**config.mk**
```make
export PLATFORM = sky130hd
export DESIGN_NAME = nts_fifo_reader
export DESIGN_NICKNAME = d
export VERILOG_FILES = /design/src/nts_rx_pkg.sv /design/src/nts_buf_pkg.sv /design/src/nts_fifo_reader.sv
export VERILOG_INCLUDE_DIRS = /design/src
export SDC_FILE = /design/constraint.sdc
export NUM_CORES = 1
export LEC_CHECK = 0
export ABC_AREA = 1
export BUFFER_PORTS_ARGS = -buffer_cell sky130_fd_sc_hd__buf_2
export CORE_ASPECT_RATIO = 2
export CORE_MARGIN = 3
export CORE_UTILIZATION = 47
export DETAILED_ROUTE_END_ITERATION = 8
export GPL_TIMING_DRIVEN = 0
export PLACE_DENSITY = 0.8
export SYNTH_ARGS = -nofsm -noshare
export SYNTH_HDL_FRONTEND = slang
export SYNTH_SLANG_ARGS = --single-unit
```
**constraint.sdc**
```tcl
create_clock -name i_clk -period 2.9 [get_ports i_clk]
set_clock_uncertainty 0.15 [all_clocks]
set_input_delay 0.145 -clock i_clk [delete_from_list [all_inputs] [get_ports i_clk]]
set_output_delay 0.145 -clock i_clk [all_outputs]
set_load 0.05 [all_outputs]
```
**src/nts_dispatch_cfg.svh**
```systemverilog
// NTS dispatcher configuration
// Buffer depth, engine count and MAC lane width shared by all stages

`ifndef NTS_DISPATCH_CFG_SVH
`define NTS_DISPATCH_CFG_SVH

// Word address width of one ping-pong bank
`define NTS_ADDR_WIDTH 8

// Number of processing engines behind the dispatcher
`define NTS_ENGINES 4

// Bytes per MAC receive word
`define NTS_LANES 8

`endif

```
**src/nts_rx_pkg.sv**
```systemverilog
// NTS receive-side types
// MAC word, byte-valid mask and last-word byte count

`include "nts_dispatch_cfg.svh"

package nts_rx_pkg;

  // One MAC receive word, also the buffer word
  typedef logic [`NTS_LANES*8-1:0] mac_word_t;

  // One valid bit per byte lane
  typedef logic [`NTS_LANES-1:0] mac_mask_t;

  // Valid bytes in the last word, 0 to 8
  typedef logic [3:0] byte_count_t;

endpackage

```
**src/nts_buf_pkg.sv**
```systemverilog
// NTS packet buffer types
// Bank word address and the shared bank state encoding

`include "nts_dispatch_cfg.svh"

package nts_buf_pkg;

  // Word address inside one bank
  typedef logic [`NTS_ADDR_WIDTH-1:0] buf_addr_t;

  // ------------------------------------------------------------
  // Bank states
  // ------------------------------------------------------------
  // Writer side uses EMPTY to PACKET_RECEIVED and ERROR
  // Reader side uses EMPTY and the OUT states
  typedef enum logic [3:0] {
    EMPTY           = 4'd0,
    HAS_DATA        = 4'd1,
    PACKET_RECEIVED = 4'd2,
    OUT_INIT_0      = 4'd3,  // Announced, waiting for start
    OUT_INIT_1      = 4'd4,
    OUT             = 4'd5,
    OUT_FIN_0       = 4'd6,
    OUT_FIN_1       = 4'd7,  // Drained, waiting for discard
    ERROR           = 4'd8
  } bank_state_t;

endpackage

```
**src/nts_fifo_reader.sv**
```systemverilog
// NTS FIFO reader
// Announces a handed-over frame and bursts it out one word per cycle

`timescale 1ns/1ns

module nts_fifo_reader
  import nts_rx_pkg::*, nts_buf_pkg::*;
(
  input  logic        i_clk,
  input  logic        i_areset,
  input  logic        i_frame_ready,
  input  buf_addr_t   i_last_addr,
  input  byte_count_t i_last_bytes,
  input  logic        i_rd_start,
  input  logic        i_discard,
  input  mac_word_t   i_rd_data,
  output buf_addr_t   o_rd_addr,
  output logic        o_reader_idle,
  output logic        o_packet_available,
  output byte_count_t o_last_bytes,
  output logic        o_fifo_empty,
  output logic        o_fifo_rd_valid,
  output mac_word_t   o_fifo_rd_data
);

  bank_state_t state, state_nxt;
  buf_addr_t   last_addr;
  buf_addr_t   rd_addr_nxt;
  logic        empty_nxt;
  logic        valid_nxt;

  // ------------------------------------------------------------
  // Read side state machine
  // ------------------------------------------------------------
  always_comb
  begin
    state_nxt   = state;
    rd_addr_nxt = '0;
    empty_nxt   = o_fifo_empty;
    valid_nxt   = 1'b0;

    if (i_frame_ready)
      state_nxt = OUT_INIT_0;
    else if (i_discard)
    begin
      state_nxt = EMPTY;
      empty_nxt = 1'b1;
    end
    else
    begin
      case (state)
        OUT_INIT_0:
        begin
          empty_nxt = 1'b0;
          if (i_rd_start)
            state_nxt = OUT_INIT_1;
        end
        OUT_INIT_1:
        begin
          rd_addr_nxt = buf_addr_t'(1);
          // Single word frame skips the burst
          state_nxt   = (last_addr == '0) ? OUT_FIN_0 : OUT;
        end
        OUT:
        begin
          valid_nxt = 1'b1;
          if (o_rd_addr == last_addr)
          begin
            state_nxt   = OUT_FIN_0;
            rd_addr_nxt = o_rd_addr;
          end
          else
            rd_addr_nxt = o_rd_addr + 1'b1;
        end
        OUT_FIN_0:
        begin
          valid_nxt = 1'b1;         // Last word
          state_nxt = OUT_FIN_1;
        end
        OUT_FIN_1:
          empty_nxt = 1'b1;
        default: ;
      endcase
    end
  end

  always_ff @(posedge i_clk or posedge i_areset)
  begin
    if (i_areset)
    begin
      state           <= EMPTY;
      o_rd_addr       <= '0;
      last_addr       <= '0;
      o_last_bytes    <= '0;
      o_fifo_empty    <= 1'b0;
      o_fifo_rd_valid <= 1'b0;
      o_fifo_rd_data  <= '0;
    end
    else
    begin
      state           <= state_nxt;
      o_rd_addr       <= rd_addr_nxt;
      o_fifo_empty    <= empty_nxt;
      o_fifo_rd_valid <= valid_nxt;
      o_fifo_rd_data  <= valid_nxt ? i_rd_data : '0;
      if (i_frame_ready)
      begin
        last_addr    <= i_last_addr;
        o_last_bytes <= i_last_bytes;
      end
    end
  end

  assign o_reader_idle      = (state == EMPTY);
  assign o_packet_available = (state == OUT_INIT_0);

endmodule

```
Yosys cells after proc, flatten, opt, wreduce, memory -nomap -nowiden
Cells that the tools add are included.
{"block": "totals", "regBits": 90, "input_bits": 81, "out_inout_bits": 80, "wordCells": 41}
{"block": "classes", "add_sub_neg": 1, "muxes": 16, "reduce_logical": 7, "eq_ne": 9, "bitwise": 1}
{"op": "$mux 64", "count": 1}
{"op": "$mux 8", "count": 3}
{"op": "$eq 4x3->1 const B", "count": 4}
{"op": "$mux 4", "count": 4}
{"op": "$pmux 4 s4", "count": 1}
{"op": "$pmux 8 s2", "count": 1}
{"op": "$ne 4x4->1 const B", "count": 3}
{"op": "$add 8x1->8 const B", "count": 1}
{"op": "$eq 8x8->1", "count": 1}
{"op": "$logic_not 8->1", "count": 1}
{"op": "$reduce_bool 6->1", "count": 1}
{"op": "$eq 4x2->1 const B", "count": 1}
{"op": "$logic_not 4->1", "count": 1}
{"op": "$mux 1", "count": 4}
{"op": "$reduce_and 3->1", "count": 1}
{"op": "$reduce_bool 3->1", "count": 1}
{"op": "$mux 2", "count": 1}
{"op": "$pmux 1 s2", "count": 1}
{"op": "$reduce_and 2->1", "count": 1}
{"op": "$reduce_or 2->1", "count": 1}
{"op": "$not 1->1", "count": 1}

Logic depth before layout (Yosys ltp)
Gate-level depths: netlist of the first run.
{"block": "logic_depth", "depth_word": 6, "depth_mapped": 11, "depth_no_buf": 11}

Worst setup path before layout of the first run
Ideal clock, no wire load.
{"block": "synth_path", "kind": "register to register", "start": "reg state[0]", "end": "reg state[0]", "stages_incl_launch_ff": 8, "path_slack_ns": 1.003, "synth_period_minus_slack_ns": 1.897, "setup_time_ns": 0.119, "required_ns": 2.631, "path_buffers": 0, "t_arrival_ns": 1.628, "cell_sequence": "dfrtp_1 -> nand2_1 -> nor2_1 -> nand2_1 -> nand3_1 -> nand2_1 -> nand2_1 -> nand2_1"}
{"block": "synth_via", "elab_chain_cells": 4, "word_cells_on_any_way": 11, "classes_between": "eq/ne (6); mux (3); reduce/logical (2)"}
{"element": "start: declaration", "line_no": "nts_fifo_reader.sv:26", "text": "bank_state_t state, state_nxt;"}
{"element": "start signal: assignment", "line_no": "nts_fifo_reader.sv:101", "text": "state <= state_nxt;"}
{"element": "$eq 4x2->1 *"}
{"element": "named net o_packet_available", "line_no": "nts_fifo_reader.sv:19", "text": "output logic o_packet_available,"}
{"element": "$pmux 4 s4", "line_no": "nts_fifo_reader.sv:51", "text": "case (state)"}
{"element": "$mux 4", "line_no": "nts_fifo_reader.sv:44", "text": "else if (i_discard)"}
{"element": "$mux 4", "line_no": "nts_fifo_reader.sv:42", "text": "if (i_frame_ready)"}
The timed path passes the listed nets; every way through them passes the cells marked *.
A chain may end at the register's enable or synchronous reset.

Final worst setup path of the first run
{"block": "layout_path", "start": "reg state[0]", "end": "reg o_fifo_rd_valid"}
{"block": "layout_via", "elab_chain_cells": 5, "word_cells_on_any_way": 6, "classes_between": "eq/ne (2); mux (3); reduce/logical (1)"}
{"element": "$eq 4x3->1", "line_no": "nts_fifo_reader.sv:51"}
{"element": "$reduce_or 2->1 (no line) *"}
{"element": "$mux 1 *", "line_no": "nts_fifo_reader.sv:51"}
{"element": "$mux 1 *", "line_no": "nts_fifo_reader.sv:44"}
{"element": "$mux 1 *", "line_no": "nts_fifo_reader.sv:42"}
{"element": "named net valid_nxt", "line_no": "nts_fifo_reader.sv:30", "text": "logic valid_nxt;"}
{"element": "end signal: assignment", "line_no": "nts_fifo_reader.sv:104", "text": "o_fifo_rd_valid <= valid_nxt;"}
{"element": "end: declaration", "line_no": "nts_fifo_reader.sv:22", "text": "output logic o_fifo_rd_valid,"}
Marked as above.

==> results of run 1 <==
-- routing by layer --
layer / track usage (%) / vias to the layer above
met3: 6.16 / 52
met1: 28.4 / 1664
met5: 0 / -
met2: 51.9 / 181
li1: - / 1682
met4: 18.3 / 0
-- per-stage QoR --
| stage | power, mW | cell area (sq um) | setup WS, ps | std cells |
|---|---|---|---|---|
| after floorplan | 1.53 | 3590 | 298 | 408 |
| after global placement | 1.64 | 4510 | -594 | 659 |
| after detailed placement | 1.66 | 4530 | 1170 | 660 |
| after CTS | 2.87 | 5620 | 1160 | 755 |
| after global routing | 2.98 | 5620 | 1040 | 755 |
| final | 2.88 | 5620 | 1140 | 755 |
-- worst max-delay path, delay by kind of cell, from the launching register on --
kind | cells | cell delay, ps
buffers and inverters | 1 | 600
and+or+nand+nor | 3 | 500
DFF | 1 | 450
-- cells in the final DEF (no fill, tap or decap) --
| master | count |
|---|---|
| sky130_fd_sc_hd__inv_4 | 1 |
| sky130_fd_sc_hd__nor2_1 | 87 |
| sky130_fd_sc_hd__nor2_4 | 2 |
| sky130_fd_sc_hd__xor2_1 | 2 |
| sky130_fd_sc_hd__nor3_2 | 1 |
| sky130_fd_sc_hd__nor4_4 | 1 |
| sky130_fd_sc_hd__dfrtp_1 | 89 |
| sky130_fd_sc_hd__a21oi_1 | 7 |
| sky130_fd_sc_hd__dlygate4sd3_1 | 79 |
| sky130_fd_sc_hd__o21ai_0 | 11 |
| sky130_fd_sc_hd__buf_12 | 1 |
| sky130_fd_sc_hd__clkinvlp_4 | 2 |
| sky130_fd_sc_hd__nand2_1 | 84 |
| sky130_fd_sc_hd__ha_1 | 1 |
| sky130_fd_sc_hd__clkbuf_1 | 3 |
| sky130_fd_sc_hd__buf_2 | 161 |
| sky130_fd_sc_hd__xnor2_1 | 2 |
| sky130_fd_sc_hd__clkbuf_16 | 9 |
| sky130_fd_sc_hd__nor3_1 | 3 |
| sky130_fd_sc_hd__nand3_1 | 13 |
| sky130_fd_sc_hd__clkbuf_8 | 1 |
| sky130_fd_sc_hd__inv_1 | 88 |
| sky130_fd_sc_hd__buf_6 | 6 |
| sky130_fd_sc_hd__clkinv_2 | 2 |
| sky130_fd_sc_hd__nand2_2 | 1 |
| sky130_fd_sc_hd__bufinv_16 | 1 |
| sky130_fd_sc_hd__inv_2 | 1 |
| sky130_fd_sc_hd__nand4_1 | 4 |
-- power by group --
part	switching (mW)	internal, mW	total (mW)
clock	0.459	0.688	1.15
combinational	0.254	0.169	0.424
sequential	0.0261	1.28	1.30
total	0.740	2.14	2.88
-- registers in the layout (all words and copies together), names as in the netlist --
name / flops
o_fifo_rd_valid: 1
last_addr: 8
o_fifo_empty: 1
o_last_bytes: 4
o_fifo_rd_data: 64
state: 3
o_rd_addr: 8
-- layout make-up --
| cell class | count | area, sq um |
|---|---|---|
| plain buffers | 10 | 85.1 |
| inverters | 90 | 340 |
| multi-input cells | 219 | 945 |
| clock buffers | 11 | 243 |
| fillers | 452 | 1710 |
| repair buffers | 239 | 1610 |
| flip-flops and latches | 89 | 2230 |
| clock inverters | 5 | 55.1 |
| well taps | 92 | 115 |
-- kinds of logic after synthesis --
group                    after synthesis  share of synthesized area (%)
AO/OA/AOI/OAI                         18                           2.51
XOR/XNOR                               4                          0.975
adder cells (fa/ha/maj)                1                          0.348
buffers and inverters                100                           11.8
flip-flops                            89                           62.0
AND/OR/NAND/NOR                      196                           22.5
-- worst min path at each step --
stage,start,to,slack [ps],depth (start not counted)
global route,i_frame_ready,last_addr[6],60,2
global placement,i_last_bytes[2],o_last_bytes[2],200,3
detailed placement,i_areset,o_fifo_rd_data[20],90,2
floorplan,i_discard,o_fifo_rd_valid,70,1
CTS,i_frame_ready,last_addr[6],20,2
finish,i_frame_ready,last_addr[6],20,2
==> insert_results.sql, run 1 <==
INSERT INTO impl_metrics (metric_group, metric, value, unit) VALUES
('status', 'status', 'complete, no violations', ''),
('clocking', 'clock_tree.buffer_depth', '2', ''),
('routing', 'detailroute.wirelength.met3', '705', 'microns'),
('routing', 'detailedRoute.firstPassIterationCount', '4', ''),
('routing', 'total_met2_wirelength_after_detailed_routing', '6.48', 'mm'),
('finish', 'flow.area_growth_from_synthesis', '56.2', '%'),
('synthesis', 'synth_area_leader_cell', 'sky130_fd_sc_hd__dfrtp_1', ''),
('placed_design', 'globalplace.congestion', '0.880', ''),
('setup_path', 'worst_path_largest_cell_delay', '600', 'ps'),
('routing', 'detailed_route_wire_length_per_cell', '15.3', 'microns'),
('synthesis', 'synth_top_cell_area_share', '62.0', '%'),
('clocking', 'clock_sink_count', '89', ''),
('setup_path', 'crit-reg2reg-capture', 'o_fifo_rd_valid', ''),
('routing', 'highest-signal-layer', 'met4', ''),
('sta', 'fin_setup_tns', '0', 'ps'),
('routing', 'initialDrtViolationCount', '256', ''),
('finish', 'final_core_util', '76.7', '%'),
('floorplan', 'floorplan.die.width', '67.8', 'microns'),
('floorplan', 'dieArea', '0.00880', 'sq mm'),
('grt', 'globalRouteTotalUtil', '28.8', '%'),
('sta', 'layout_min_cycle_time', '1760', 'ps'),
('sta', 'fmaxAchievable', '0.570', 'GHz'),
('pwr', 'leakagePower', '3.35', 'nW'),
('setup_path', 'setup.worst_path.end_class', 'register', ''),
('setup_path', 'arrival_time_worst_endpoint', '1870', 'ps'),
('floorplan', 'rows', '44', ''),
('sta', 'final_min_period_over_clock_period', '60.5', '%'),
('sta', 'worst-slew-pin-transition', '549', 'ps'),
('synthesis', 'synth.avg_cell_area', '8.81', 'sq um'),
('setup_path', 'r2r-start', 'state[0]', ''),
('setup_path', 'reg2reg_depth', '4', ''),
('placed_design', 'place_hpwl', '7.20', 'mm'),
('setup_path', 'critPathLaunch', 'state[0]', ''),
('synthesis', 'synth.top_cells.by_count', '89 x sky130_fd_sc_hd__dfrtp_1, 89 x sky130_fd_sc_hd__inv_1, 87 x sky130_fd_sc_hd__nor2_1, 84 x sky130_fd_sc_hd__nand2_1, 13 x sky130_fd_sc_hd__nand3_1', ''),
('routing', 'wl', '11.5', 'mm'),
('routing', 'final_antenna_net_count', '0', ''),
('sta', 'drv_slew', '0', ''),
('clocking', 'post_cts.resized_instances', '0', ''),
('sta', 'setup_viol', '0', ''),
('sta', 'rsz0062_at_grt', 'no', ''),
('synthesis', 'synthesis.yosys.warnings', '0', ''),
('synthesis', 'async_flop_share', '100', '%'),
('grt', 'grt_overflow_total', '0', ''),
('clocking', 'hold_buffers', '79', ''),
('sta', 'final_hold_violating_endpoints', '0', ''),
('setup_path', 'critical-path-slowest-cell', 'sky130_fd_sc_hd__dlygate4sd3_1', ''),
('grt', 'grt_antenna_before_repair', '0', ''),
('setup_path', 'worst_setup_path_endpoint', 'o_fifo_rd_valid', ''),
('finish', 'diodes', '0', ''),
('flow_run', 'cap_violations', '0', ''),
('setup_path', 'worstPathCellList', 'nand2_1, nand2_1, nor4_4, dlygate4sd3_1', ''),
('floorplan', 'initial_core_util', '49.1', '%'),
('grt', 'grt_pass1_wl', '18.3', 'mm'),
('synthesis', 'syn_nets', '490', ''),
('routing', 'post_detailed_route_drc_marker_count', '0', ''),
('grt', 'first_global_vias', '3921', ''),
('routing', 'wl_met1', '3.74', 'mm'),
('synthesis', 'total_standard_cell_area_after_synthesis', '0.00359', 'sq mm'),
('floorplan', 'placeableCoreArea', '0.00732', 'sq mm'),
('synthesis', 'netlist-cell-type-count', '20', ''),
('synthesis', 'postSynthRegisterBits', '89', ''),
('pwr', 'power-per-cell-area', '512', 'mW/mm^2'),
('pwr', 'irDropWorstVdd', '0.424', 'mV'),
('setup_path', 'timing.critical_path.mode_cell', 'sky130_fd_sc_hd__nand2_1', ''),
('placed_design', 'placement.io_buffers', '159', ''),
('routing', 'detailroute.via_count', '3579', ''),
('synthesis', 'number_of_standard_cells_after_synthesis', '408', ''),
('clocking', 'postCtsSetupBuffers', '0', ''),
('synthesis', 'ys.flop_type', 'sky130_fd_sc_hd__dfrtp_1', ''),
('routing', 'avgViaCountPerCell', '4.74', ''),
('synthesis', 'synth_edf_count', '0', '');
Note: power is estimated with default switching activity, not from simulation.
==> inputs of run 2 (changes only) <==
--- a/config.mk
+++ b/config.mk
@@ -6,14 +6,14 @@
 export SDC_FILE = /design/constraint.sdc
 export NUM_CORES = 1
 export LEC_CHECK = 0
-export ABC_AREA = 1
+export ABC_AREA = 0
 export BUFFER_PORTS_ARGS = -buffer_cell sky130_fd_sc_hd__buf_2
 export CORE_ASPECT_RATIO = 2
 export CORE_MARGIN = 3
-export CORE_UTILIZATION = 47
+export CORE_UTILIZATION = 42
 export DETAILED_ROUTE_END_ITERATION = 8
 export GPL_TIMING_DRIVEN = 0
-export PLACE_DENSITY = 0.8
+export PLACE_DENSITY = 0.76
 export SYNTH_ARGS = -nofsm -noshare
 export SYNTH_HDL_FRONTEND = slang
 export SYNTH_SLANG_ARGS = --single-unit
==> constraint.sdc (replaced) <==
create_clock -name i_clk -period 1.6 [get_ports i_clk]
set_clock_uncertainty 0.15 [all_clocks]
set_input_delay 0.08 -clock i_clk [delete_from_list [all_inputs] [get_ports i_clk]]
set_output_delay 0.08 -clock i_clk [all_outputs]
set_load 0.05 [all_outputs]
==> run 2 against run 1 <==
  * Clock-buffer cell count is 1 higher
  * Core utilization is 5.0 points lower
  * Via count shrank 18%
  * Final area is 2.1% higher
  * Global-route usage decreased by 6.8 points
  * Sequential share of layout area is 0.63 points lower
  * Cell count decreased by 17%
  * Sequential cell count is the same
  * Synthesized cell count fell by 35%
  * First-iteration DRC count down 48%
==> insert_results.sql, run 2 <==
INSERT INTO impl_metrics (metric_group, metric, value, unit) VALUES
('floorplan', 'initial_core_util', '43.4', '%'),
('synthesis', 'synth_edf_count', '0', ''),
('setup_path', 'worstPathCellList', 'nor4_4, nand2_1, a311oi_2, o22a_1', ''),
('finish', 'net_count_of_the_finished_layout', '606', ''),
('status', 'status', 'complete, no violations', ''),
('setup_path', 'critical-path-slowest-cell', 'sky130_fd_sc_hd__dfrtp_1', ''),
('hold_path', 'worst_hold_path_type', 'in -> reg', ''),
('finish', 'diodes', '0', ''),
('clocking', 'ctsRootBufferMaster', 'sky130_fd_sc_hd__clkbuf_16', ''),
('setup_path', 'worstSetupStartpointType', 'register', ''),
('grt', 'grt_antenna_before_repair', '0', ''),
('grt', 'largest_net_degree_at_the_start_of_global_routing', '40', ''),
('clocking', 'clock_tree.buffer_depth', '2', ''),
('floorplan', 'dieHeight', '135', 'microns'),
('pwr', 'power-per-cell-area', '925', 'mW/mm^2'),
('clocking', 'clkTransAtPathRegs', '60', 'ps'),
('grt', 'grt_pass1_wl', '15.9', 'mm'),
('setup_path', 'arrival_time_worst_endpoint', '1710', 'ps'),
('clocking', 'clock_tree.htree_level_count', '3', ''),
('synthesis', 'number_of_standard_cells_after_synthesis', '266', ''),
('sta', 'final_hold_violating_endpoints', '0', ''),
('grt', 'first_global_vias', '3252', ''),
('synthesis', 'synth.most_common_cell', 'sky130_fd_sc_hd__dfrtp_1', ''),
('synthesis', 'ys.flop_type', 'sky130_fd_sc_hd__dfrtp_1', ''),
('floorplan', 'floorplan.die.width', '70.3', 'microns'),
('synthesis', 'total_standard_cell_area_after_synthesis', '0.00347', 'sq mm'),
('placed_design', 'placement.io_buffers', '159', ''),
('routing', 'final_antenna_net_count', '0', ''),
('setup_path', 'timing.critical_path.max_delay_family', 'compound AO/OA/AOI/OAI gates', ''),
('finish', 'fraction_of_layout_cells_with_a_size_suffix_above_1', '45.8', '%'),
('hold_path', 'hold-path-cell-count', '2', ''),
('clocking', 'cts_buffers', '9', ''),
('sta', 'layout_setup_ws', '10.6', 'ps'),
('finish', 'flow.area_growth_from_synthesis', '65.1', '%'),
('clocking', 'clk-insertion-delay-late', '330', 'ps'),
('grt', 'grt_overflow_total', '0', ''),
('floorplan', 'io-pin-count', '161', ''),
('synthesis', 'synth_area_leader_cell', 'sky130_fd_sc_hd__dfrtp_1', ''),
('finish', 'largest_register', 'o_fifo_rd_data', ''),
('hold_path', 'timing.hold.worst.start', 'i_frame_ready', ''),
('setup_path', 'worst_path_largest_cell_delay', '430', 'ps'),
('placed_design', 'globalplace.congestion', '0.865', ''),
('routing', 'post_detailed_route_drc_marker_count', '0', ''),
('synthesis', 'synthesis.yosys.warnings', '0', ''),
('floorplan', 'placeableCoreArea', '0.00800', 'sq mm'),
('hold_path', 'holdPathEnd', 'last_addr[6]', ''),
('grt', 'globalRouteTotalUtil', '21.9', '%'),
('finish', 'finalInstanceArea', '0.00573', 'sq mm'),
('synthesis', 'synth.avg_cell_area', '13.1', 'sq um'),
('floorplan', 'dieArea', '0.00946', 'sq mm'),
('sta', 'rsz0062_at_grt', 'yes', ''),
('floorplan', 'rows', '46', ''),
('finish', 'layout_commonest_cell', 'sky130_fd_sc_hd__buf_2', ''),
('setup_path', 'reg2reg_depth', '4', ''),
('finish', 'largestRegisters', 'o_fifo_rd_data (64), last_addr (8), o_rd_addr (8)', ''),
('sta', 'fin_worst_hold_slack', '68.5', 'ps'),
('sta', 'layout_min_cycle_time', '1590', 'ps'),
('clocking', 'clock_tree_from_tritoncts', 'yes', ''),
('setup_path', 'r2r-start', 'last_addr[4]', ''),
('pwr', 'irDropWorstVdd', '0.792', 'mV'),
('routing', 'avgViaCountPerCell', '4.72', ''),
('sta', 'slew_headroom', '68.6', '%'),
('synthesis', 'synthTopCellsByArea', 'sky130_fd_sc_hd__dfrtp_1 64%, sky130_fd_sc_hd__and2_1 12%, sky130_fd_sc_hd__mux2_2 3.9%', ''),
('synthesis', 'synth_sequential_area_ratio', '64.1', '%'),
('synthesis', 'netlist-cell-type-count', '35', ''),
('setup_path', 'cp_max_fo', '3', ''),
('sta', 'fmaxAchievable', '0.629', 'GHz'),
('sta', 'worst-slew-pin-transition', '470', 'ps'),
('synthesis', 'synth_top_cell_area_share', '64.1', '%'),
('placed_design', 'place_hpwl', '6.87', 'mm'),
('synthesis', 'synth.top_cells.by_count', '89 x sky130_fd_sc_hd__dfrtp_1, 65 x sky130_fd_sc_hd__and2_1, 13 x sky130_fd_sc_hd__nand2_1, 12 x sky130_fd_sc_hd__mux2_2, 8 x sky130_fd_sc_hd__buf_6', ''),
('placed_design', 'postPlaceCellArea', '0.00445', 'sq mm'),
('finish', 'largest_register_ffs', '64', ''),
('finish', 'most-common-layout-cells', '162 x sky130_fd_sc_hd__buf_2, 81 x sky130_fd_sc_hd__dfrtp_1, 79 x sky130_fd_sc_hd__dlygate4sd3_1', ''),
('setup_path', 'path_class', 'reg -> reg', ''),
('placed_design', 'dp_worst_setup_slack', '-117', 'ps'),
('routing', 'detailedRoute.firstPassIterationCount', '5', ''),
('setup_path', 'timing.critical_path.required', '1720', 'ps'),
('routing', 'detailed_route_wire_length_per_cell', '16.5', 'microns'),
('setup_path', 'crit_buf_inv', '0', ''),
('synthesis', 'postSynthRegisterBits', '89', ''),
('setup_path', 'setup.worst_path.end_class', 'register', ''),
('routing', 'initialDrtViolationCount', '133', ''),
('routing', 'detailroute.via_count', '2945', ''),
('sta', 'final_min_period_over_clock_period', '99.3', '%'),
('flow_run', 'cap_violations', '0', ''),
('sta', 'setup_viol', '0', ''),
('sta', 'drv_slew', '0', ''),
('setup_path', 'timing.reg2reg.setup_slack', '10', 'ps'),
('pwr', 'leakagePower', '3.01', 'nW'),
('routing', 'wl', '10.3', 'mm'),
('sta', 'fin_setup_tns', '0', 'ps'),
('synthesis', 'syn_nets', '348', ''),
('clocking', 'clock_sink_count', '89', ''),
('synthesis', 'async_flop_share', '100', '%'),
('setup_path', 'crit-reg2reg-capture', 'state[1]', '');
[run 2: cell count changes in the layout (fill, tap and decap cells not counted), sizes merged, moves of 7 or more]
cell   delta
buf      +15
o21ai     -8
nor2     -81
mux2     +12
nand2    -72
nand3     -9
and2     +65
inv      -88
mux2i     +7
[run 2: cell families after synthesis]
| family | share of synthesized area (%) |
|---|---|
| simple gates | 19.2 |
| flops | 64.1 |
| buf+inv | 4.36 |
| mux | 5.91 |
| compound gates | 3.57 |
| xor+xnor | 2.49 |
| fa+ha+maj | 0.360 |
[run 2: worst max path at each step]
stage | slack [ps] | depth (start not counted) | from | end
finish | 10 | 4 | last_addr[4] | state[1]
global route | -80 | 4 | last_addr[4] | state[1]
CTS | 2 | 4 | o_rd_addr[1] | o_rd_addr[7]
detailed placement | -120 | 4 | last_addr[4] | state[1]
global placement | -320 | 2 | i_areset | o_rd_addr[1]
floorplan | 7 | 6 | o_rd_addr[2] | o_rd_addr[0]
[run 2: timing repair]
item | CTS | global route
hold buffers | 79 | 0
cloned | 0 | 2
setup endpoints to repair | 13 | 58
hold endpoints to repair | 157 | 0
pin swaps | 4 | 10
resized for setup | 11 | 10
buffers inserted | 0 | 5
[run 2: area by class of cell]
cell class,instances,area [sq um]
timing repair buffer,247,1700
buffer,16,158
clock buffer,12,236
clock inverter,3,90.1
sequential,89,2240
inverter,3,15.0
tap,96,120
multi-input combinational,158,1180
fill,524,2270
[run 2: layer usage]
metal	vias up	routed length (microns)	share of wire, %	track usage [%]
met2	116	6050	59	41.4
met1	1423	3410	33	21.8
li1	1377	-	-	-
met4	0	387	3.8	12.6
met5	-	0	0	0
met3	29	437	4.3	3.73
[run 2: power by group]
part	switching, mW	leakage (nW)	internal [mW]
clock	0.809	0.157	1.52
combinational	0.305	1.66	0.329
sequential	0.0437	1.19	2.30
total	1.16	3.01	4.15
[run 2: worst reg2reg max path, cell delays in order (launching register included)]
cell and delay [ps]:
sky130_fd_sc_hd__dfrtp_1 430, sky130_fd_sc_hd__nor4_4 320, sky130_fd_sc_hd__nand2_1 150, sky130_fd_sc_hd__a311oi_2 310
sky130_fd_sc_hd__o22a_1 180
[run 2: metrics by stage]
step	instances	util, %	power [mW]
final	624	71.7	5.30
after global routing	624	71.7	5.50
after CTS	617	70.2	5.31
after detailed placement	523	55.6	2.82
after global placement	521	55.1	2.79
after floorplan	266	-	2.63
