==> src/nts_dispatch_cfg.svh <==
// NTS dispatcher configuration
// Buffer depth, engine count and MAC lane width shared by all stages

`ifndef NTS_DISPATCH_CFG_SVH
`define NTS_DISPATCH_CFG_SVH

// Word address width of one ping-pong bank
`define NTS_ADDR_WIDTH 8

// Number of processing engines behind the dispatcher
`define NTS_ENGINES 4

// Bytes per MAC receive word
`define NTS_LANES 8

`endif

==> src/nts_rx_pkg.sv <==
// NTS receive-side types
// MAC word, byte-valid mask and last-word byte count

`include "nts_dispatch_cfg.svh"

package nts_rx_pkg;

  // One MAC receive word, also the buffer word
  typedef logic [`NTS_LANES*8-1:0] mac_word_t;

  // One valid bit per byte lane
  typedef logic [`NTS_LANES-1:0] mac_mask_t;

  // Valid bytes in the last word, 0 to 8
  typedef logic [3:0] byte_count_t;

endpackage

==> src/nts_buf_pkg.sv <==
// NTS packet buffer types
// Bank word address and the shared bank state encoding

`include "nts_dispatch_cfg.svh"

package nts_buf_pkg;

  // Word address inside one bank
  typedef logic [`NTS_ADDR_WIDTH-1:0] buf_addr_t;

  // ------------------------------------------------------------
  // Bank states
  // ------------------------------------------------------------
  // Writer side uses EMPTY to PACKET_RECEIVED and ERROR
  // Reader side uses EMPTY and the OUT states
  typedef enum logic [3:0] {
    EMPTY           = 4'd0,
    HAS_DATA        = 4'd1,
    PACKET_RECEIVED = 4'd2,
    OUT_INIT_0      = 4'd3,  // Announced, waiting for start
    OUT_INIT_1      = 4'd4,
    OUT             = 4'd5,
    OUT_FIN_0       = 4'd6,
    OUT_FIN_1       = 4'd7,  // Drained, waiting for discard
    ERROR           = 4'd8
  } bank_state_t;

endpackage

==> src/nts_frame_writer.sv <==
// NTS frame writer
// Stores received frames in the write bank and hands full banks to the reader

`timescale 1ns/1ns

module nts_frame_writer
  import nts_rx_pkg::*, nts_buf_pkg::*;
(
  input  logic        i_clk,
  input  logic        i_areset,
  input  logic        i_enable,
  input  logic        i_sof,
  input  mac_word_t   i_word,
  input  byte_count_t i_bytes,
  input  logic        i_rx_valid_any,
  input  logic        i_rx_good_frame,
  input  logic        i_rx_bad_frame,
  input  logic        i_reader_idle,
  output logic        o_wr_en,
  output buf_addr_t   o_wr_addr,
  output mac_word_t   o_wr_data,
  output logic        o_bank,
  output logic        o_frame_ready,
  output buf_addr_t   o_last_addr,
  output byte_count_t o_last_bytes
);

  bank_state_t state, state_nxt;
  buf_addr_t   count, count_nxt;     // Address of last stored word
  byte_count_t bytes, bytes_nxt;
  logic        wr_en_nxt;
  buf_addr_t   wr_addr_nxt;

  // ------------------------------------------------------------
  // Write side state machine
  // ------------------------------------------------------------
  always_comb
  begin
    state_nxt     = state;
    count_nxt     = count;
    bytes_nxt     = bytes;
    wr_en_nxt     = 1'b0;
    wr_addr_nxt   = '0;
    o_frame_ready = 1'b0;

    if (i_rx_bad_frame)
    begin
      state_nxt = EMPTY;
      count_nxt = '0;
      bytes_nxt = '0;
    end
    else
    begin
      case (state)
        EMPTY:
          if (i_sof && i_enable)
          begin
            state_nxt = HAS_DATA;
            count_nxt = '0;
            bytes_nxt = '0;
            wr_en_nxt = 1'b1;   // Word 0 at address 0
          end
        HAS_DATA:
          if (i_rx_valid_any && (count == '1))
            state_nxt = ERROR;  // Bank overrun
          else
          begin
            if (i_rx_valid_any)
            begin
              count_nxt   = count + 1'b1;
              wr_en_nxt   = 1'b1;
              wr_addr_nxt = count + 1'b1;
            end
            if (i_rx_good_frame)
            begin
              bytes_nxt = i_bytes;
              state_nxt = PACKET_RECEIVED;
            end
          end
        PACKET_RECEIVED:
          if (i_reader_idle)
          begin
            o_frame_ready = 1'b1;  // Bank flips at this edge
            state_nxt     = EMPTY;
          end
        default:
          state_nxt = EMPTY;
      endcase
    end
  end

  always_ff @(posedge i_clk or posedge i_areset)
  begin
    if (i_areset)
    begin
      state   <= EMPTY;
      count   <= '0;
      bytes   <= '0;
      o_bank  <= 1'b0;
      o_wr_en <= 1'b0;
    end
    else
    begin
      state   <= state_nxt;
      count   <= count_nxt;
      bytes   <= bytes_nxt;
      o_bank  <= o_bank ^ o_frame_ready;
      o_wr_en <= wr_en_nxt;
    end
  end

  // Write payload follows the input word by one cycle
  always_ff @(posedge i_clk or posedge i_areset)
  begin
    if (i_areset)
    begin
      o_wr_addr <= '0;
      o_wr_data <= '0;
    end
    else
    begin
      o_wr_addr <= wr_addr_nxt;
      o_wr_data <= i_word;
    end
  end

  assign o_last_addr  = count;
  assign o_last_bytes = bytes;

endmodule

==> config.mk <==
export PLATFORM = sky130hd
export DESIGN_NAME = nts_frame_writer
export DESIGN_NICKNAME = d
export VERILOG_FILES = /design/src/nts_rx_pkg.sv /design/src/nts_buf_pkg.sv /design/src/nts_frame_writer.sv
export VERILOG_INCLUDE_DIRS = /design/src
export SDC_FILE = /design/constraint.sdc
export NUM_CORES = 1
export LEC_CHECK = 0
export ABC_AREA = 1
export BUFFER_PORTS_ARGS = -buffer_cell sky130_fd_sc_hd__buf_2
export CORE_UTILIZATION = 25
export DETAILED_ROUTE_END_ITERATION = 6
export MAX_ROUTING_LAYER = met4
export PLACE_DENSITY = 0.5
export SLEW_MARGIN = 20
export SYNTH_ARGS = -nofsm -noshare
export SYNTH_HDL_FRONTEND = slang
export SYNTH_SLANG_ARGS = --single-unit
==> constraint.sdc <==
create_clock -name i_clk -period 4.3 [get_ports i_clk]
set_clock_uncertainty 0.15 [all_clocks]
set_input_delay 1.29 -clock i_clk [delete_from_list [all_inputs] [get_ports i_clk]]
set_output_delay 1.29 -clock i_clk [all_outputs]
set_load 0.1 [all_outputs]
== After elaboration in Yosys (flattened, before gate mapping) ==
Index checks and enable logic that the tools add are counted.

* $add $sub $neg: 1
* $mul: 0
* Div/mod/pow operators: 0
* Order comparisons: 0
* Eq/ne operators: 9
* Shift-type cells: 0
* Muxes and demuxes: 28
* Bitwise operators: 1
* Reduce and logical (&&, ||, !) cells: 7

{| class="wikitable"
|+ Operator list
! cell !! number
|-
| 2-to-1 mux 8 bit || 8
|-
| 2-to-1 mux 4 bit || 9
|-
| case mux 8 bit (2 select lines) || 1
|-
| inequality test 3 bit (second input constant) || 5
|-
| case mux 4 bit (3 select lines) || 1
|-
| adder 8 x 1 -> 8 bit (second input constant) || 1
|-
| equality test 8 bit (second input constant) || 1
|-
| case mux 4 bit (2 select lines) || 1
|-
| AND reduction 4 bit || 2
|-
| 2-to-1 mux 1 bit || 7
|-
| equality test 4 x 1 -> 1 bit (second input constant) || 1
|-
| equality test 4 x 2 -> 1 bit (second input constant) || 1
|-
| zero test 4 bit || 1
|-
| inequality test 4 bit (second input constant) || 1
|-
| AND reduction 3 bit || 1
|-
| nonzero test 3 bit || 1
|-
| logical AND 1 bit || 2
|-
| case mux 1 bit (2 select lines) || 1
|-
| XOR 1 bit || 1
|}

* Flip-flop bits (word level): 90
* Bits in latches: 0
* RAM bits: 0
* ROM bits: 0
* Output and inout port bits: 87
* Word-level logic and storage cells: 53
* Memories: 0

== Longest topological paths before layout ==
Gate-level depths: netlist (run 1).

* Depth after elaboration: 5
* Mapped depth: 9
* Gate-level depth less buffers: 9

== Least setup slack after synthesis (run 1) ==
Ideal clock, no wire load.

* Kind: input to output
* Start point: in i_reader_idle
* End point: out o_frame_ready
* Arrival: 2587 ps
* Setup slack: 273 ps
* Stages on the path: 2
* Path buffers: 0
* Cells stage by stage: inv_1 nor3_2

* Word-level cells in the longest chain between the ends: 3

{| class="wikitable"
|+ Ends and longest elaborated chain
! item !! line !! source
|-
| start, declared || nts_frame_writer.sv:18 || <nowiki>input logic i_reader_idle,</nowiki>
|-
| 2-to-1 mux 1 bit || nts_frame_writer.sv:81 || <nowiki>if (i_reader_idle)</nowiki>
|-
| 2-to-1 mux 1 bit || nts_frame_writer.sv:54 || <nowiki>case (state)</nowiki>
|-
| 2-to-1 mux 1 bit || nts_frame_writer.sv:46 || <nowiki>if (i_rx_bad_frame)</nowiki>
|-
| end, declared || nts_frame_writer.sv:23 || <nowiki>output logic o_frame_ready,</nowiki>
|}

No other way between the ends.

== Final worst setup path (run 1) ==
* Start point: in i_rx_bad_frame
* End point: out o_frame_ready

* Word-level cells in the longest chain between the ends: 1

{| class="wikitable"
|+ Ends and longest elaborated chain
! item !! line !! source
|-
| start, declared || nts_frame_writer.sv:17 || <nowiki>input logic i_rx_bad_frame,</nowiki>
|-
| 2-to-1 mux 1 bit || nts_frame_writer.sv:46 ||
|}

No other way between the ends.

==> metrics.txt, run 1 <==
# TYPE chip_impl_metric gauge
chip_impl_metric{name="yosysUniqueCellTypes",unit=""} 21
chip_impl_metric{name="hold_buffers",unit=""} 0
chip_impl_metric{name="crit_path_max_fanout",unit=""} 2
chip_impl_metric{name="dp_hpwl",unit="µm"} 4800
chip_impl_metric{name="dr_total_vias",unit=""} 2086
chip_impl_metric{name="ys_seq_elements",unit=""} 89
chip_impl_metric{name="final.min_clock_period",unit="ns"} 3.53
chip_impl_metric{name="maximum_achievable_frequency",unit="MHz"} 283
chip_impl_info{name="hold_path_class",value="reg2reg"} 1
chip_impl_metric{name="cts_repair_resize_count",unit=""} 0
chip_impl_metric{name="postSynthAreaPerCell",unit="µm²"} 13.3
chip_impl_metric{name="clock_tree.htree_level_count",unit=""} 3
chip_impl_info{name="capturing_element_of_the_worst_setup_path",value="o_frame_ready"} 1
chip_impl_info{name="synthTopCellsByArea",value="sky130_fd_sc_hd__dfrtp_1 78%, sky130_fd_sc_hd__nand2_1 6.3%, sky130_fd_sc_hd__inv_1 3.4%"} 1
chip_impl_metric{name="wl_per_cell",unit="µm"} 11.9
chip_impl_metric{name="worst_skew_pair.late_latency",unit="ns"} 0.34
chip_impl_metric{name="core_area",unit="µm²"} 11000
chip_impl_metric{name="remaining_drc_errors",unit=""} 0
chip_impl_info{name="synthFlopType",value="sky130_fd_sc_hd__dfrtp_1"} 1
chip_impl_metric{name="synth_seq_area_share",unit="%"} 78.2
chip_impl_metric{name="flow.area_growth_from_synthesis",unit="%"} 46.0
chip_impl_metric{name="final_layout_size_suffix_gt1_share",unit="%"} 51.4
chip_impl_metric{name="fin_nets",unit=""} 466
chip_impl_metric{name="timing.final.hold_violations",unit=""} 0
chip_impl_metric{name="worst_reg2reg_path_length_in_cells",unit=""} 8
chip_impl_metric{name="count_of_yosys_warnings_during_synthesis",unit=""} 0
chip_impl_metric{name="finalSetupViolations",unit=""} 0
chip_impl_metric{name="design.die.area",unit="µm²"} 11800
chip_impl_metric{name="chipHeight",unit="µm"} 109
chip_impl_info{name="cts.root.buffer_cell",value="sky130_fd_sc_hd__clkbuf_16"} 1
chip_impl_metric{name="io_buffer_count",unit=""} 162
chip_impl_metric{name="post_layout_nonfiller_instances",unit=""} 533
chip_impl_info{name="end_kind",value="output port"} 1
chip_impl_metric{name="synth_top_cell_area_share",unit="%"} 78.2
chip_impl_metric{name="syn-cell-area",unit="µm²"} 2850
chip_impl_metric{name="synth_edf_count",unit=""} 0
chip_impl_metric{name="largest_net_degree_at_the_start_of_global_routing",unit=""} 90
chip_impl_metric{name="global_route.overflow_total",unit=""} 0
chip_impl_info{name="rr_endpoint",value="o_wr_addr[4]"} 1
chip_impl_metric{name="reg2reg_setup_slack",unit="ns"} 2.69
chip_impl_metric{name="postCtsSetupBuffers",unit=""} 0
chip_impl_info{name="critPathLaunch",value="i_rx_bad_frame"} 1
chip_impl_metric{name="utilization",unit="%"} 37.9
chip_impl_metric{name="hold_slack",unit="ns"} 0.323
chip_impl_metric{name="worst-endpoint-arrival",unit="ns"} 2.09
chip_impl_metric{name="drtIter0Drc",unit=""} 69
chip_impl_metric{name="max-cap-violations",unit=""} 0
chip_impl_metric{name="floorplan.io_pins",unit=""} 163
chip_impl_metric{name="max-slew-margin-rel",unit="%"} 66.4
chip_impl_metric{name="pwr_density_cell",unit="nW/µm²"} 497
chip_impl_metric{name="postLayoutSetupSlackWorst",unit="ns"} 0.772
chip_impl_info{name="reg2reg_from",value="o_last_addr[0]"} 1
chip_impl_metric{name="first_global_vias",unit=""} 2022
chip_impl_info{name="run_status",value="finished, final reports clean"} 1
chip_impl_metric{name="final-max-slew-violation-count",unit=""} 0
chip_impl_metric{name="antenna_cells",unit=""} 0
chip_impl_metric{name="place_congestion",unit=""} 0.746
chip_impl_metric{name="syn_nets",unit=""} 292
chip_impl_info{name="grt_setup_unrepaired",value="false"} 1
chip_impl_metric{name="drt-total-wl",unit="µm"} 6360
chip_impl_metric{name="required_time_of_the_critical_path",unit="ns"} 2.86
chip_impl_metric{name="die_w",unit="µm"} 109
chip_impl_metric{name="clock_sinks",unit=""} 89
chip_impl_metric{name="syn_inst",unit=""} 215
chip_impl_metric{name="p_leak",unit="nW"} 2.37
chip_impl_metric{name="grt_pass1_wl",unit="µm"} 9840
chip_impl_metric{name="power.ir.vdd_worst",unit="mV"} 0.328
chip_impl_metric{name="worst_setup_slack_before_clock_tree_synthesis",unit="ns"} 0.768
chip_impl_metric{name="worst-slew-pin-transition",unit="ns"} 0.508
chip_impl_metric{name="floorplan.initialDensity",unit="%"} 25.9
chip_impl_metric{name="final_antenna_net_count",unit=""} 0
chip_impl_metric{name="clock_tree.buffer_depth",unit=""} 2
chip_impl_metric{name="grt_antenna_before_repair",unit=""} 0
chip_impl_metric{name="first_pass_iters",unit=""} 4
chip_impl_info{name="worstSetupPathType",value="in2out"} 1
chip_impl_info{name="worst_setup_path_start_kind",value="input pin"} 1
chip_impl_metric{name="async_reset_ff_share",unit="%"} 100
chip_impl_metric{name="final.period_utilization",unit="%"} 82.0
chip_impl_info{name="yosysTopAreaCell",value="sky130_fd_sc_hd__dfrtp_1"} 1
chip_impl_metric{name="clk_pin_slew",unit="ns"} 0.06
chip_impl_info{name="cts_tree",value="yes"} 1
chip_impl_metric{name="tritoncts_buffers",unit=""} 9
chip_impl_metric{name="place.detailed.instances",unit=""} 518
chip_impl_metric{name="grt_usage",unit="%"} 11.8
chip_impl_metric{name="avgViaCountPerCell",unit=""} 3.91
chip_impl_metric{name="final.setup.tns",unit="ns"} 0
chip_impl_metric{name="placement_rows",unit=""} 38
## report_power, final
| group | internal (mW) | switching (mW) |
|---|---|---|
| clock | 0.466 | 0.314 |
| combinational | 0.0594 | 0.339 |
| sequential | 0.875 | 0.0113 |
| total | 1.40 | 0.665 |
## layout make-up
type                            count  area, µm²
Timing Repair Buffer              163        831
Multi-Input combinational cell     95        504
Clock inverter                      5       63.8
Fill cell                        1090       6820
Tap cell                          140        175
Clock buffer                       10        239
Sequential cell                    89       2230
Inverter                           31        119
## cells in the final DEF, fill, tap and decap left out, types with 2 or more instances in the layout
cell type,Yosys,final
sky130_fd_sc_hd__nor2_4,2,2
sky130_fd_sc_hd__buf_2,0,162
sky130_fd_sc_hd__nand2_4,5,5
sky130_fd_sc_hd__dfrtp_1,89,89
sky130_fd_sc_hd__nand2_2,2,2
sky130_fd_sc_hd__clkinv_4,0,2
sky130_fd_sc_hd__clkbuf_16,0,9
sky130_fd_sc_hd__nor2_1,11,11
sky130_fd_sc_hd__inv_2,4,4
sky130_fd_sc_hd__nand3_1,9,9
sky130_fd_sc_hd__nand2_1,48,48
sky130_fd_sc_hd__inv_1,26,25
sky130_fd_sc_hd__nor2_2,5,5
sky130_fd_sc_hd__xor2_1,3,3
sky130_fd_sc_hd__nand4_1,2,2
sky130_fd_sc_hd__clkinv_2,1,2
## sequential cells by signal, indices dropped and copies added, names as in the netlist
name          count
o_wr_addr         8
o_last_bytes      4
o_bank            1
o_last_addr       8
o_wr_en           1
state             3
o_wr_data        64
## logic make-up (layout without fill, tap and decap cells)
logic type / after synthesis / after routing / share of synthesized area [%]
AOI/OAI and AO/OA: 3 / 3 / 0.658
xor gates and xnor gates: 3 / 3 / 0.922
adders and majority gates: 1 / 1 / 0.439
buffers and inverters: 31 / 209 / 4.13
DFF: 89 / 89 / 78.2
and+or+nand+nor: 88 / 88 / 15.7
## layer usage
| layer | GRT usage (%) | vias up | wire length, µm |
|---|---|---|---|
| met2 | 18.9 | 99 | 3020 |
| met4 | 7.53 | 0 | 166 |
| met5 | - | - | 0 |
| li1 | - | 995 | - |
| met3 | 4.48 | 15 | 654 |
| met1 | 12.1 | 977 | 2520 |
## critical path: stages
cell and delay, ns:
sky130_fd_sc_hd__buf_2 0.11, sky130_fd_sc_hd__nor3_2 0.22, sky130_fd_sc_hd__buf_2 0.46
## cell usage after synthesis, types with 2 or more instances
| cell | count |
|---|---|
| sky130_fd_sc_hd__nand2_2 | 2 |
| sky130_fd_sc_hd__xor2_1 | 3 |
| sky130_fd_sc_hd__nor2_2 | 5 |
| sky130_fd_sc_hd__dfrtp_1 | 89 |
| sky130_fd_sc_hd__inv_2 | 4 |
| sky130_fd_sc_hd__nor2_1 | 11 |
| sky130_fd_sc_hd__nand4_1 | 2 |
| sky130_fd_sc_hd__nor2_4 | 2 |
| sky130_fd_sc_hd__nand2_1 | 48 |
| sky130_fd_sc_hd__nand3_1 | 9 |
| sky130_fd_sc_hd__nand2_4 | 5 |
| sky130_fd_sc_hd__inv_1 | 26 |
## per-stage QoR
stage / power [mW] / cell area, µm²
after CTS: 2.10 / 4160
after floorplan: 1.21 / 2850
after global routing: 2.15 / 4160
final: 2.07 / 4160
after global placement: 1.30 / 3860
after detailed placement: 1.30 / 3860
## worst min path at each step
stage                                from              end  slack (ns)  cells past startpoint
after floorplan                  state[3]          o_wr_en        0.49                      3
after global placement             o_bank           o_bank        0.30                      1
after detailed placement  o_last_bytes[2]  o_last_bytes[2]        0.31                      2
after CTS                          o_bank           o_bank        0.33                      1
after global routing      o_last_bytes[0]  o_last_bytes[0]        0.34                      2
final                     o_last_bytes[0]  o_last_bytes[0]        0.32                      2
Note: power is estimated with default switching activity, not from simulation.
==> run 2: changes to the inputs <==
--- a/config.mk
+++ b/config.mk
@@ -11,7 +11,7 @@
 export CORE_UTILIZATION = 25
 export DETAILED_ROUTE_END_ITERATION = 6
 export MAX_ROUTING_LAYER = met4
-export PLACE_DENSITY = 0.5
+export PLACE_DENSITY = 0.52
 export SLEW_MARGIN = 20
 export SYNTH_ARGS = -nofsm -noshare
 export SYNTH_HDL_FRONTEND = slang
==> constraint.sdc (replaced) <==
create_clock -name i_clk -period 3.2 [get_ports i_clk]
set_clock_uncertainty 0.15 [all_clocks]
set_input_delay 0.96 -clock i_clk [delete_from_list [all_inputs] [get_ports i_clk]]
set_output_delay 0.96 -clock i_clk [all_outputs]
set_load 0.1 [all_outputs]
==> run 2 against run 1 <==
  * Largest power group unchanged
  * Cell count up 0.19%
  * Flip-flop and latch count unchanged
  * Global-route usage shrank 0.38 points
  * Combinational power is 35% higher
==> metrics.txt, run 2 (synthesis gave the netlist of run 1 again) <==
# TYPE chip_impl_metric gauge
chip_impl_metric{name="tritoncts_buffers",unit=""} 9
chip_impl_metric{name="remaining_drc_errors",unit=""} 0
chip_impl_metric{name="largest_register_ffs",unit=""} 64
chip_impl_metric{name="final_antenna_net_count",unit=""} 0
chip_impl_info{name="worst_setup_path_start_kind",value="input pin"} 1
chip_impl_metric{name="globalRouteMet3Util",unit="%"} 3.53
chip_impl_metric{name="largest_net_degree_at_the_start_of_global_routing",unit=""} 90
chip_impl_metric{name="io_buffer_count",unit=""} 162
chip_impl_metric{name="final.setup.tns",unit="ns"} 0
chip_impl_metric{name="placement_rows",unit=""} 38
chip_impl_metric{name="postCtsSetupBuffers",unit=""} 0
chip_impl_metric{name="floorplan.io_pins",unit=""} 163
chip_impl_metric{name="fill_cells",unit=""} 1078
chip_impl_metric{name="grt_pass1_wl",unit="µm"} 9600
chip_impl_metric{name="worst_setup_slack_before_clock_tree_synthesis",unit="ns"} 0.548
chip_impl_metric{name="max-cap-violations",unit=""} 0
chip_impl_info{name="highest_count_cells_in_the_layout_ignoring_fill_and_taps",value="161 x sky130_fd_sc_hd__buf_2, 89 x sky130_fd_sc_hd__dfrtp_1, 48 x sky130_fd_sc_hd__nand2_1"} 1
chip_impl_metric{name="die_w",unit="µm"} 109
chip_impl_metric{name="antenna_cells",unit=""} 0
chip_impl_info{name="cts.root.buffer_cell",value="sky130_fd_sc_hd__clkbuf_16"} 1
chip_impl_metric{name="first_global_vias",unit=""} 1993
chip_impl_metric{name="core_area",unit="µm²"} 11000
chip_impl_metric{name="fin_nets",unit=""} 466
chip_impl_metric{name="worst-slew-pin-transition",unit="ns"} 0.526
chip_impl_info{name="run_status",value="finished, final reports clean"} 1
chip_impl_metric{name="pwr_density_cell",unit="nW/µm²"} 667
chip_impl_metric{name="place_congestion",unit=""} 0.739
chip_impl_metric{name="timing.final.hold_violations",unit=""} 0
chip_impl_info{name="grt_setup_unrepaired",value="false"} 1
chip_impl_metric{name="postLayoutSetupSlackWorst",unit="ns"} 0.556
chip_impl_info{name="hold_path_class",value="reg2reg"} 1
chip_impl_info{name="mostFrequentLayoutCell",value="sky130_fd_sc_hd__buf_2"} 1
chip_impl_metric{name="worst_skew_pair.late_latency",unit="ns"} 0.33
chip_impl_metric{name="cts_repair_resize_count",unit=""} 0
chip_impl_info{name="global_route.peak_usage_layer",value="met2"} 1
chip_impl_metric{name="chipHeight",unit="µm"} 109
chip_impl_info{name="largest_register",value="o_wr_data"} 1
chip_impl_metric{name="clock_tree.buffer_depth",unit=""} 2
chip_impl_info{name="cts_tree",value="yes"} 1
chip_impl_metric{name="grt_usage",unit="%"} 11.4
chip_impl_metric{name="final_layout_size_suffix_gt1_share",unit="%"} 51.3
chip_impl_metric{name="clk_pin_slew",unit="ns"} 0.06
chip_impl_metric{name="global_route_met2_usage",unit="%"} 17.6
chip_impl_metric{name="floorplan.initialDensity",unit="%"} 25.9
chip_impl_metric{name="worst-endpoint-arrival",unit="ns"} 1.53
chip_impl_metric{name="maximum_achievable_frequency",unit="MHz"} 378
chip_impl_metric{name="power.ir.vdd_worst",unit="mV"} 0.368
chip_impl_metric{name="flow.area_growth_from_synthesis",unit="%"} 46.9
chip_impl_metric{name="dp_hpwl",unit="µm"} 4720
chip_impl_metric{name="final.min_clock_period",unit="ns"} 2.64
chip_impl_metric{name="multiInputGateArea",unit="µm²"} 510
chip_impl_metric{name="dr_total_vias",unit=""} 2099
chip_impl_info{name="end_kind",value="output port"} 1
chip_impl_metric{name="required_time_of_the_critical_path",unit="ns"} 2.09
chip_impl_metric{name="ff_latch_area",unit="µm²"} 2230
chip_impl_metric{name="max-slew-margin-rel",unit="%"} 64.9
chip_impl_metric{name="wl_per_cell",unit="µm"} 11.7
chip_impl_metric{name="drt-total-wl",unit="µm"} 6260
chip_impl_metric{name="first_pass_iters",unit=""} 4
chip_impl_metric{name="met1_usage",unit="%"} 12.9
chip_impl_metric{name="final.period_utilization",unit="%"} 82.6
chip_impl_metric{name="avgViaCountPerCell",unit=""} 3.93
chip_impl_metric{name="drtIter0Drc",unit=""} 91
chip_impl_metric{name="clock_tree.htree_level_count",unit=""} 3
chip_impl_info{name="worstSetupPathType",value="in2out"} 1
chip_impl_metric{name="crit_path_max_fanout",unit=""} 2
chip_impl_metric{name="design.die.area",unit="µm²"} 11800
chip_impl_metric{name="grt_antenna_before_repair",unit=""} 0
chip_impl_metric{name="finalSetupViolations",unit=""} 0
chip_impl_metric{name="global_route.overflow_total",unit=""} 0
chip_impl_metric{name="final-max-slew-violation-count",unit=""} 0
chip_impl_metric{name="p_leak",unit="nW"} 2.38
chip_impl_metric{name="clock_sinks",unit=""} 89
chip_impl_metric{name="hold_buffers",unit=""} 0
-- run 2: cell types whose count changed in the layout (fill, tap and decap cells not counted) --
cell,previous run,this run
sky130_fd_sc_hd__nor3_2,1,0
sky130_fd_sc_hd__buf_2,162,161
sky130_fd_sc_hd__clkbuf_1,0,1
sky130_fd_sc_hd__buf_12,1,2
sky130_fd_sc_hd__inv_6,1,0
sky130_fd_sc_hd__nor3_4,0,1
sky130_fd_sc_hd__inv_8,0,1
-- run 2: layout make-up --
type	count	area share [%]
flip-flops and latches	89	53.2
repair buffers	163	20.2
multi-input cells	95	12.2
clock buffers	11	5.80
well taps	140	4.18
inverters	31	2.90
clock inverters	5	1.52
-- run 2: path summary, 6_finish.rpt --
| kind | startpoint | to | slack (ns) | cells after the start |
|---|---|---|---|---|
| min | o_last_bytes[3] | o_last_bytes[3] | 0.32 | 2 |
| min reg2reg | o_last_bytes[3] | o_last_bytes[3] | 0.32 | 2 |
| max | i_reader_idle | o_frame_ready | 0.56 | 4 |
| max reg2reg | o_last_addr[0] | o_last_addr[4] | 1.60 | 8 |
| max in group asynchronous | i_areset | o_wr_data[55] | 1.90 | 3 |
| min in group asynchronous | i_areset | o_wr_data[48] | 0.53 | 3 |
-- run 2: metal layers --
layer | up-vias | routed length, µm | share of wire (%)
met5 | - | 0 | 0
met4 | 0 | 140 | 2.2
met3 | 11 | 612 | 9.8
met2 | 104 | 2930 | 47
met1 | 986 | 2580 | 41
li1 | 998 | - | -
-- run 2: worst max-delay path, cell delays in order --
cell and delay, ns:
sky130_fd_sc_hd__buf_2 0.07, sky130_fd_sc_hd__inv_1 0.06, sky130_fd_sc_hd__nor3_4 0.23, sky130_fd_sc_hd__buf_12 0.21
-- run 2: report_power, final --
part	internal, mW	total [mW]	switching [mW]
sequential	1.18	1.19	0.0151
clock	0.633	1.06	0.430
combinational	0.0802	0.537	0.457
-- run 2: through the flow --
step	instance area (µm²)	std cells	hold WS (ns)	power [mW]	util (%)
floorplan	2860	215	0.493	1.63	-
global placement	3880	518	0.306	1.75	35.3
detailed placement	3880	518	0.312	1.76	35.3
CTS	4190	534	0.328	2.84	38.1
global route	4190	534	0.340	2.91	38.1
finish	4190	534	0.320	2.79	38.1
==> run 3: changes to the inputs <==
--- a/config.mk
+++ b/config.mk
@@ -6,12 +6,12 @@
 export SDC_FILE = /design/constraint.sdc
 export NUM_CORES = 1
 export LEC_CHECK = 0
-export ABC_AREA = 1
+export ABC_AREA = 0
 export BUFFER_PORTS_ARGS = -buffer_cell sky130_fd_sc_hd__buf_2
 export CORE_UTILIZATION = 25
 export DETAILED_ROUTE_END_ITERATION = 6
 export MAX_ROUTING_LAYER = met4
-export PLACE_DENSITY = 0.52
+export PLACE_DENSITY = 0.51
 export SLEW_MARGIN = 20
 export SYNTH_ARGS = -nofsm -noshare
 export SYNTH_HDL_FRONTEND = slang
==> constraint.sdc (replaced) <==
create_clock -name i_clk -period 2.58 [get_ports i_clk]
set_clock_uncertainty 0.15 [all_clocks]
set_input_delay 0.774 -clock i_clk [delete_from_list [all_inputs] [get_ports i_clk]]
set_output_delay 0.774 -clock i_clk [all_outputs]
set_load 0.1 [all_outputs]
==> run 3 against run 2 <==
  * Non-clock buffer count increased by 3
  * Synthesized cell count decreased by 25%
  * Sequential power up 24%
  * Critical path depth is the same
  * Cell count shrank 10%
  * Synthesized area down 2.9%
  * Final area down 4.8%
  * Clock power decreased by 7%
  * Largest power group unchanged
  * Sequential share of layout area up 2.7 points
  * Highest routed layer unchanged
==> metrics.txt, run 3 <==
# TYPE chip_impl_metric gauge
chip_impl_info{name="run_status",value="finished, final reports clean"} 1
chip_impl_metric{name="pwr_density_cell",unit="nW/µm²"} 781
chip_impl_metric{name="largest_register_ffs",unit=""} 64
chip_impl_metric{name="synth_top_cell_area_share",unit="%"} 80.5
chip_impl_metric{name="synth_seq_area_share",unit="%"} 80.5
chip_impl_metric{name="grt_antenna_before_repair",unit=""} 0
chip_impl_metric{name="post_layout_nonfiller_instances",unit=""} 479
chip_impl_metric{name="net_switching_power",unit="mW"} 1.09
chip_impl_metric{name="wl_per_cell",unit="µm"} 13.5
chip_impl_metric{name="tritoncts_buffers",unit=""} 9
chip_impl_metric{name="power.clock.fraction",unit="%"} 31.7
chip_impl_metric{name="design.die.area",unit="µm²"} 11500
chip_impl_metric{name="count_of_yosys_warnings_during_synthesis",unit=""} 0
chip_impl_metric{name="global_route.overflow_total",unit=""} 0
chip_impl_metric{name="final.setup.tns",unit="ns"} 0
chip_impl_metric{name="max-slew-margin-rel",unit="%"} 60.5
chip_impl_metric{name="dr_total_vias",unit=""} 1952
chip_impl_metric{name="placement_rows",unit=""} 38
chip_impl_metric{name="final_antenna_net_count",unit=""} 0
chip_impl_metric{name="yosysUniqueCellTypes",unit=""} 35
chip_impl_metric{name="core_area",unit="µm²"} 10800
chip_impl_metric{name="floorplan.io_pins",unit=""} 163
chip_impl_metric{name="power.ir.vdd_worst",unit="mV"} 0.284
chip_impl_metric{name="timing.final.hold_violations",unit=""} 0
chip_impl_metric{name="cellInternalPower",unit="mW"} 2.02
chip_impl_metric{name="crit_path_max_fanout",unit=""} 5
chip_impl_metric{name="worst_skew_pair.late_latency",unit="ns"} 0.35
chip_impl_metric{name="final.period_utilization",unit="%"} 95.3
chip_impl_metric{name="required_time_of_the_critical_path",unit="ns"} 1.66
chip_impl_metric{name="remaining_drc_errors",unit=""} 0
chip_impl_metric{name="clock_tree.buffer_depth",unit=""} 2
chip_impl_metric{name="floorplan.initialDensity",unit="%"} 25.6
chip_impl_info{name="cts_tree",value="yes"} 1
chip_impl_metric{name="chipHeight",unit="µm"} 107
chip_impl_info{name="min-delay-start",value="o_bank"} 1
chip_impl_metric{name="hold_slack",unit="ns"} 0.316
chip_impl_metric{name="cell_area_after_placement",unit="µm²"} 3770
chip_impl_metric{name="largest_net_degree_at_the_start_of_global_routing",unit=""} 47
chip_impl_info{name="hold_path_class",value="reg2reg"} 1
chip_impl_info{name="synthFlopType",value="sky130_fd_sc_hd__dfrtp_1"} 1
chip_impl_metric{name="post-route-cell-area",unit="µm²"} 3990
chip_impl_metric{name="synth_edf_count",unit=""} 0
chip_impl_metric{name="io_buffer_count",unit=""} 162
chip_impl_metric{name="clock_tree.htree_level_count",unit=""} 3
chip_impl_metric{name="clock_sinks",unit=""} 89
chip_impl_metric{name="p_seq_share",unit="%"} 47.4
chip_impl_metric{name="worst-slew-pin-transition",unit="ns"} 0.592
chip_impl_metric{name="antenna_cells",unit=""} 0
chip_impl_metric{name="grt_pass1_wl",unit="µm"} 9580
chip_impl_metric{name="power_frac_comb",unit="%"} 20.9
chip_impl_info{name="highest_count_cells_in_the_layout_ignoring_fill_and_taps",value="161 x sky130_fd_sc_hd__buf_2, 89 x sky130_fd_sc_hd__dfrtp_1, 9 x sky130_fd_sc_hd__clkbuf_8"} 1
chip_impl_metric{name="drt-total-wl",unit="µm"} 6450
chip_impl_metric{name="first_global_vias",unit=""} 1906
chip_impl_info{name="synthMostInstantiatedCell",value="sky130_fd_sc_hd__dfrtp_1"} 1
chip_impl_metric{name="utilization",unit="%"} 36.9
chip_impl_metric{name="maximum_achievable_frequency",unit="MHz"} 407
chip_impl_metric{name="max-cap-violations",unit=""} 0
chip_impl_info{name="critPathLaunch",value="i_rx_bad_frame"} 1
chip_impl_info{name="largest_register",value="o_wr_data"} 1
chip_impl_info{name="worst_setup_path_start_kind",value="input pin"} 1
chip_impl_info{name="synth_top_cells_by_count",value="89 x sky130_fd_sc_hd__dfrtp_1, 8 x sky130_fd_sc_hd__a21o_1, 5 x sky130_fd_sc_hd__nand2_1"} 1
chip_impl_metric{name="place_congestion",unit=""} 0.777
chip_impl_metric{name="first_pass_iters",unit=""} 4
chip_impl_metric{name="syn_nets",unit=""} 238
chip_impl_info{name="synthTopCellsByArea",value="sky130_fd_sc_hd__dfrtp_1 81%, sky130_fd_sc_hd__a21o_1 2.2%, sky130_fd_sc_hd__a22o_1 1.3%"} 1
chip_impl_metric{name="avgViaCountPerCell",unit=""} 4.08
chip_impl_info{name="end_kind",value="output port"} 1
chip_impl_info{name="mostFrequentLayoutCell",value="sky130_fd_sc_hd__buf_2"} 1
chip_impl_metric{name="flow.area_growth_from_synthesis",unit="%"} 44.2
chip_impl_metric{name="switching_share",unit="%"} 35.2
chip_impl_info{name="cts.root.buffer_cell",value="sky130_fd_sc_hd__clkbuf_8"} 1
chip_impl_metric{name="fill_cells",unit=""} 1067
chip_impl_metric{name="syn-cell-area",unit="µm²"} 2770
chip_impl_info{name="worstSetupPathType",value="in2out"} 1
chip_impl_metric{name="final_layout_size_suffix_gt1_share",unit="%"} 57.8
chip_impl_metric{name="die_w",unit="µm"} 107
chip_impl_info{name="grt_setup_unrepaired",value="false"} 1
chip_impl_metric{name="final-max-slew-violation-count",unit=""} 0
chip_impl_metric{name="p_leak",unit="nW"} 2.09
chip_impl_metric{name="grt_usage",unit="%"} 11.7
chip_impl_metric{name="clk_pin_slew",unit="ns"} 0.09
chip_impl_metric{name="finalSetupViolations",unit=""} 0
chip_impl_info{name="reg2reg_from",value="o_last_addr[0]"} 1
chip_impl_metric{name="async_reset_ff_share",unit="%"} 100
chip_impl_metric{name="final.min_clock_period",unit="ns"} 2.46
chip_impl_metric{name="place.detailed.instances",unit=""} 463
chip_impl_metric{name="drtIter0Drc",unit=""} 33
chip_impl_metric{name="dp_hpwl",unit="µm"} 4860
chip_impl_info{name="yosysTopAreaCell",value="sky130_fd_sc_hd__dfrtp_1"} 1
chip_impl_metric{name="postSynthAreaPerCell",unit="µm²"} 17.2
chip_impl_metric{name="fin_nets",unit=""} 411
chip_impl_metric{name="syn_inst",unit=""} 161
chip_impl_metric{name="ys_seq_elements",unit=""} 89
chip_impl_metric{name="worst-endpoint-arrival",unit="ns"} 1.53
## run 3: cell types whose count changed after synthesis, sizes merged, moves of 3 or more
| cell | change |
|---|---|
| nand2 | -50 |
| inv | -28 |
| o21ai | +3 |
| or3 | +3 |
| nand3 | -8 |
| a21o | +8 |
| o211ai | +3 |
| a22o | +4 |
| nor2 | -9 |
## run 3: cells by family (layout without fill, tap and decap cells)
kind of cell | after synthesis | count (layout) | share of synthesized area, %
AOI/OAI and AO/OA | 28 | 28 | 7.83
xor gates and xnor gates | 5 | 5 | 1.58
DFF | 89 | 89 | 80.5
and+or+nand+nor | 32 | 32 | 8.28
adders and majority gates | 1 | 1 | 0.452
buffers and inverters | 6 | 184 | 1.31
## run 3: final cells by class
| class | count | area (µm²) | share of cell area, % |
|---|---|---|---|
| timing repair buffer | 166 | 856 | 21.5 |
| clock inverter | 7 | 85.1 | 2.13 |
| tap | 140 | 175 | 4.39 |
| sequential | 89 | 2230 | 55.9 |
| inverter | 2 | 11.3 | 0.282 |
| multi-input combinational | 66 | 508 | 12.7 |
| clock buffer | 9 | 124 | 3.11 |
## run 3: power groups by stage
stage / combinational (mW) / sequential (mW) / clock (mW)
after floorplan: 0.0487 / 1.96 / 0
after global placement: 0.653 / 1.50 / 0
after detailed placement: 0.654 / 1.50 / 0
after CTS: 0.655 / 1.48 / 1.03
after global routing: 0.674 / 1.48 / 1.09
final: 0.650 / 1.48 / 0.988
## run 3: stage by stage
step	setup WS (ns)	power, mW
2_1_floorplan	0.139	2.01
3_3_place_gp	0.0921	2.16
3_5_place_dp	0.0831	2.16
4_1_cts	0.0814	3.16
5_1_grt	0.0530	3.25
6_report	0.121	3.11
## run 3: what timing repair did
action	in CTS	in global routing
buffers inserted	0	0
resized for setup	0	1
setup endpoints to repair	0	1
hold buffers	0	0
## run 3: worst paths after layout
kind                                        end  slack [ns]  cells after the start
worst max-delay path              o_frame_ready        0.12                      4
worst min-delay path                     o_bank        0.32                      1
worst max register to register  o_last_bytes[2]        0.71                      5
worst min register to register           o_bank        0.32                      1
max in group asynchronous         o_wr_data[37]        1.44                      3
min in group asynchronous         o_wr_data[63]        0.42                      3
## run 3: metal layers
| metal | vias to the layer above | GRT usage, % | wire length (µm) |
|---|---|---|---|
| met4 | 0 | 7.73 | 225 |
| met2 | 92 | 18.8 | 3140 |
| met3 | 16 | 2.74 | 468 |
| met5 | - | - | 0 |
| li1 | 900 | - | - |
| met1 | 944 | 13.0 | 2620 |
## run 3: critical path, cell delays in order
cell and delay [ns]:
sky130_fd_sc_hd__buf_2 0.14, sky130_fd_sc_hd__nor3_2 0.19, sky130_fd_sc_hd__and3_2 0.25, sky130_fd_sc_hd__buf_12 0.18
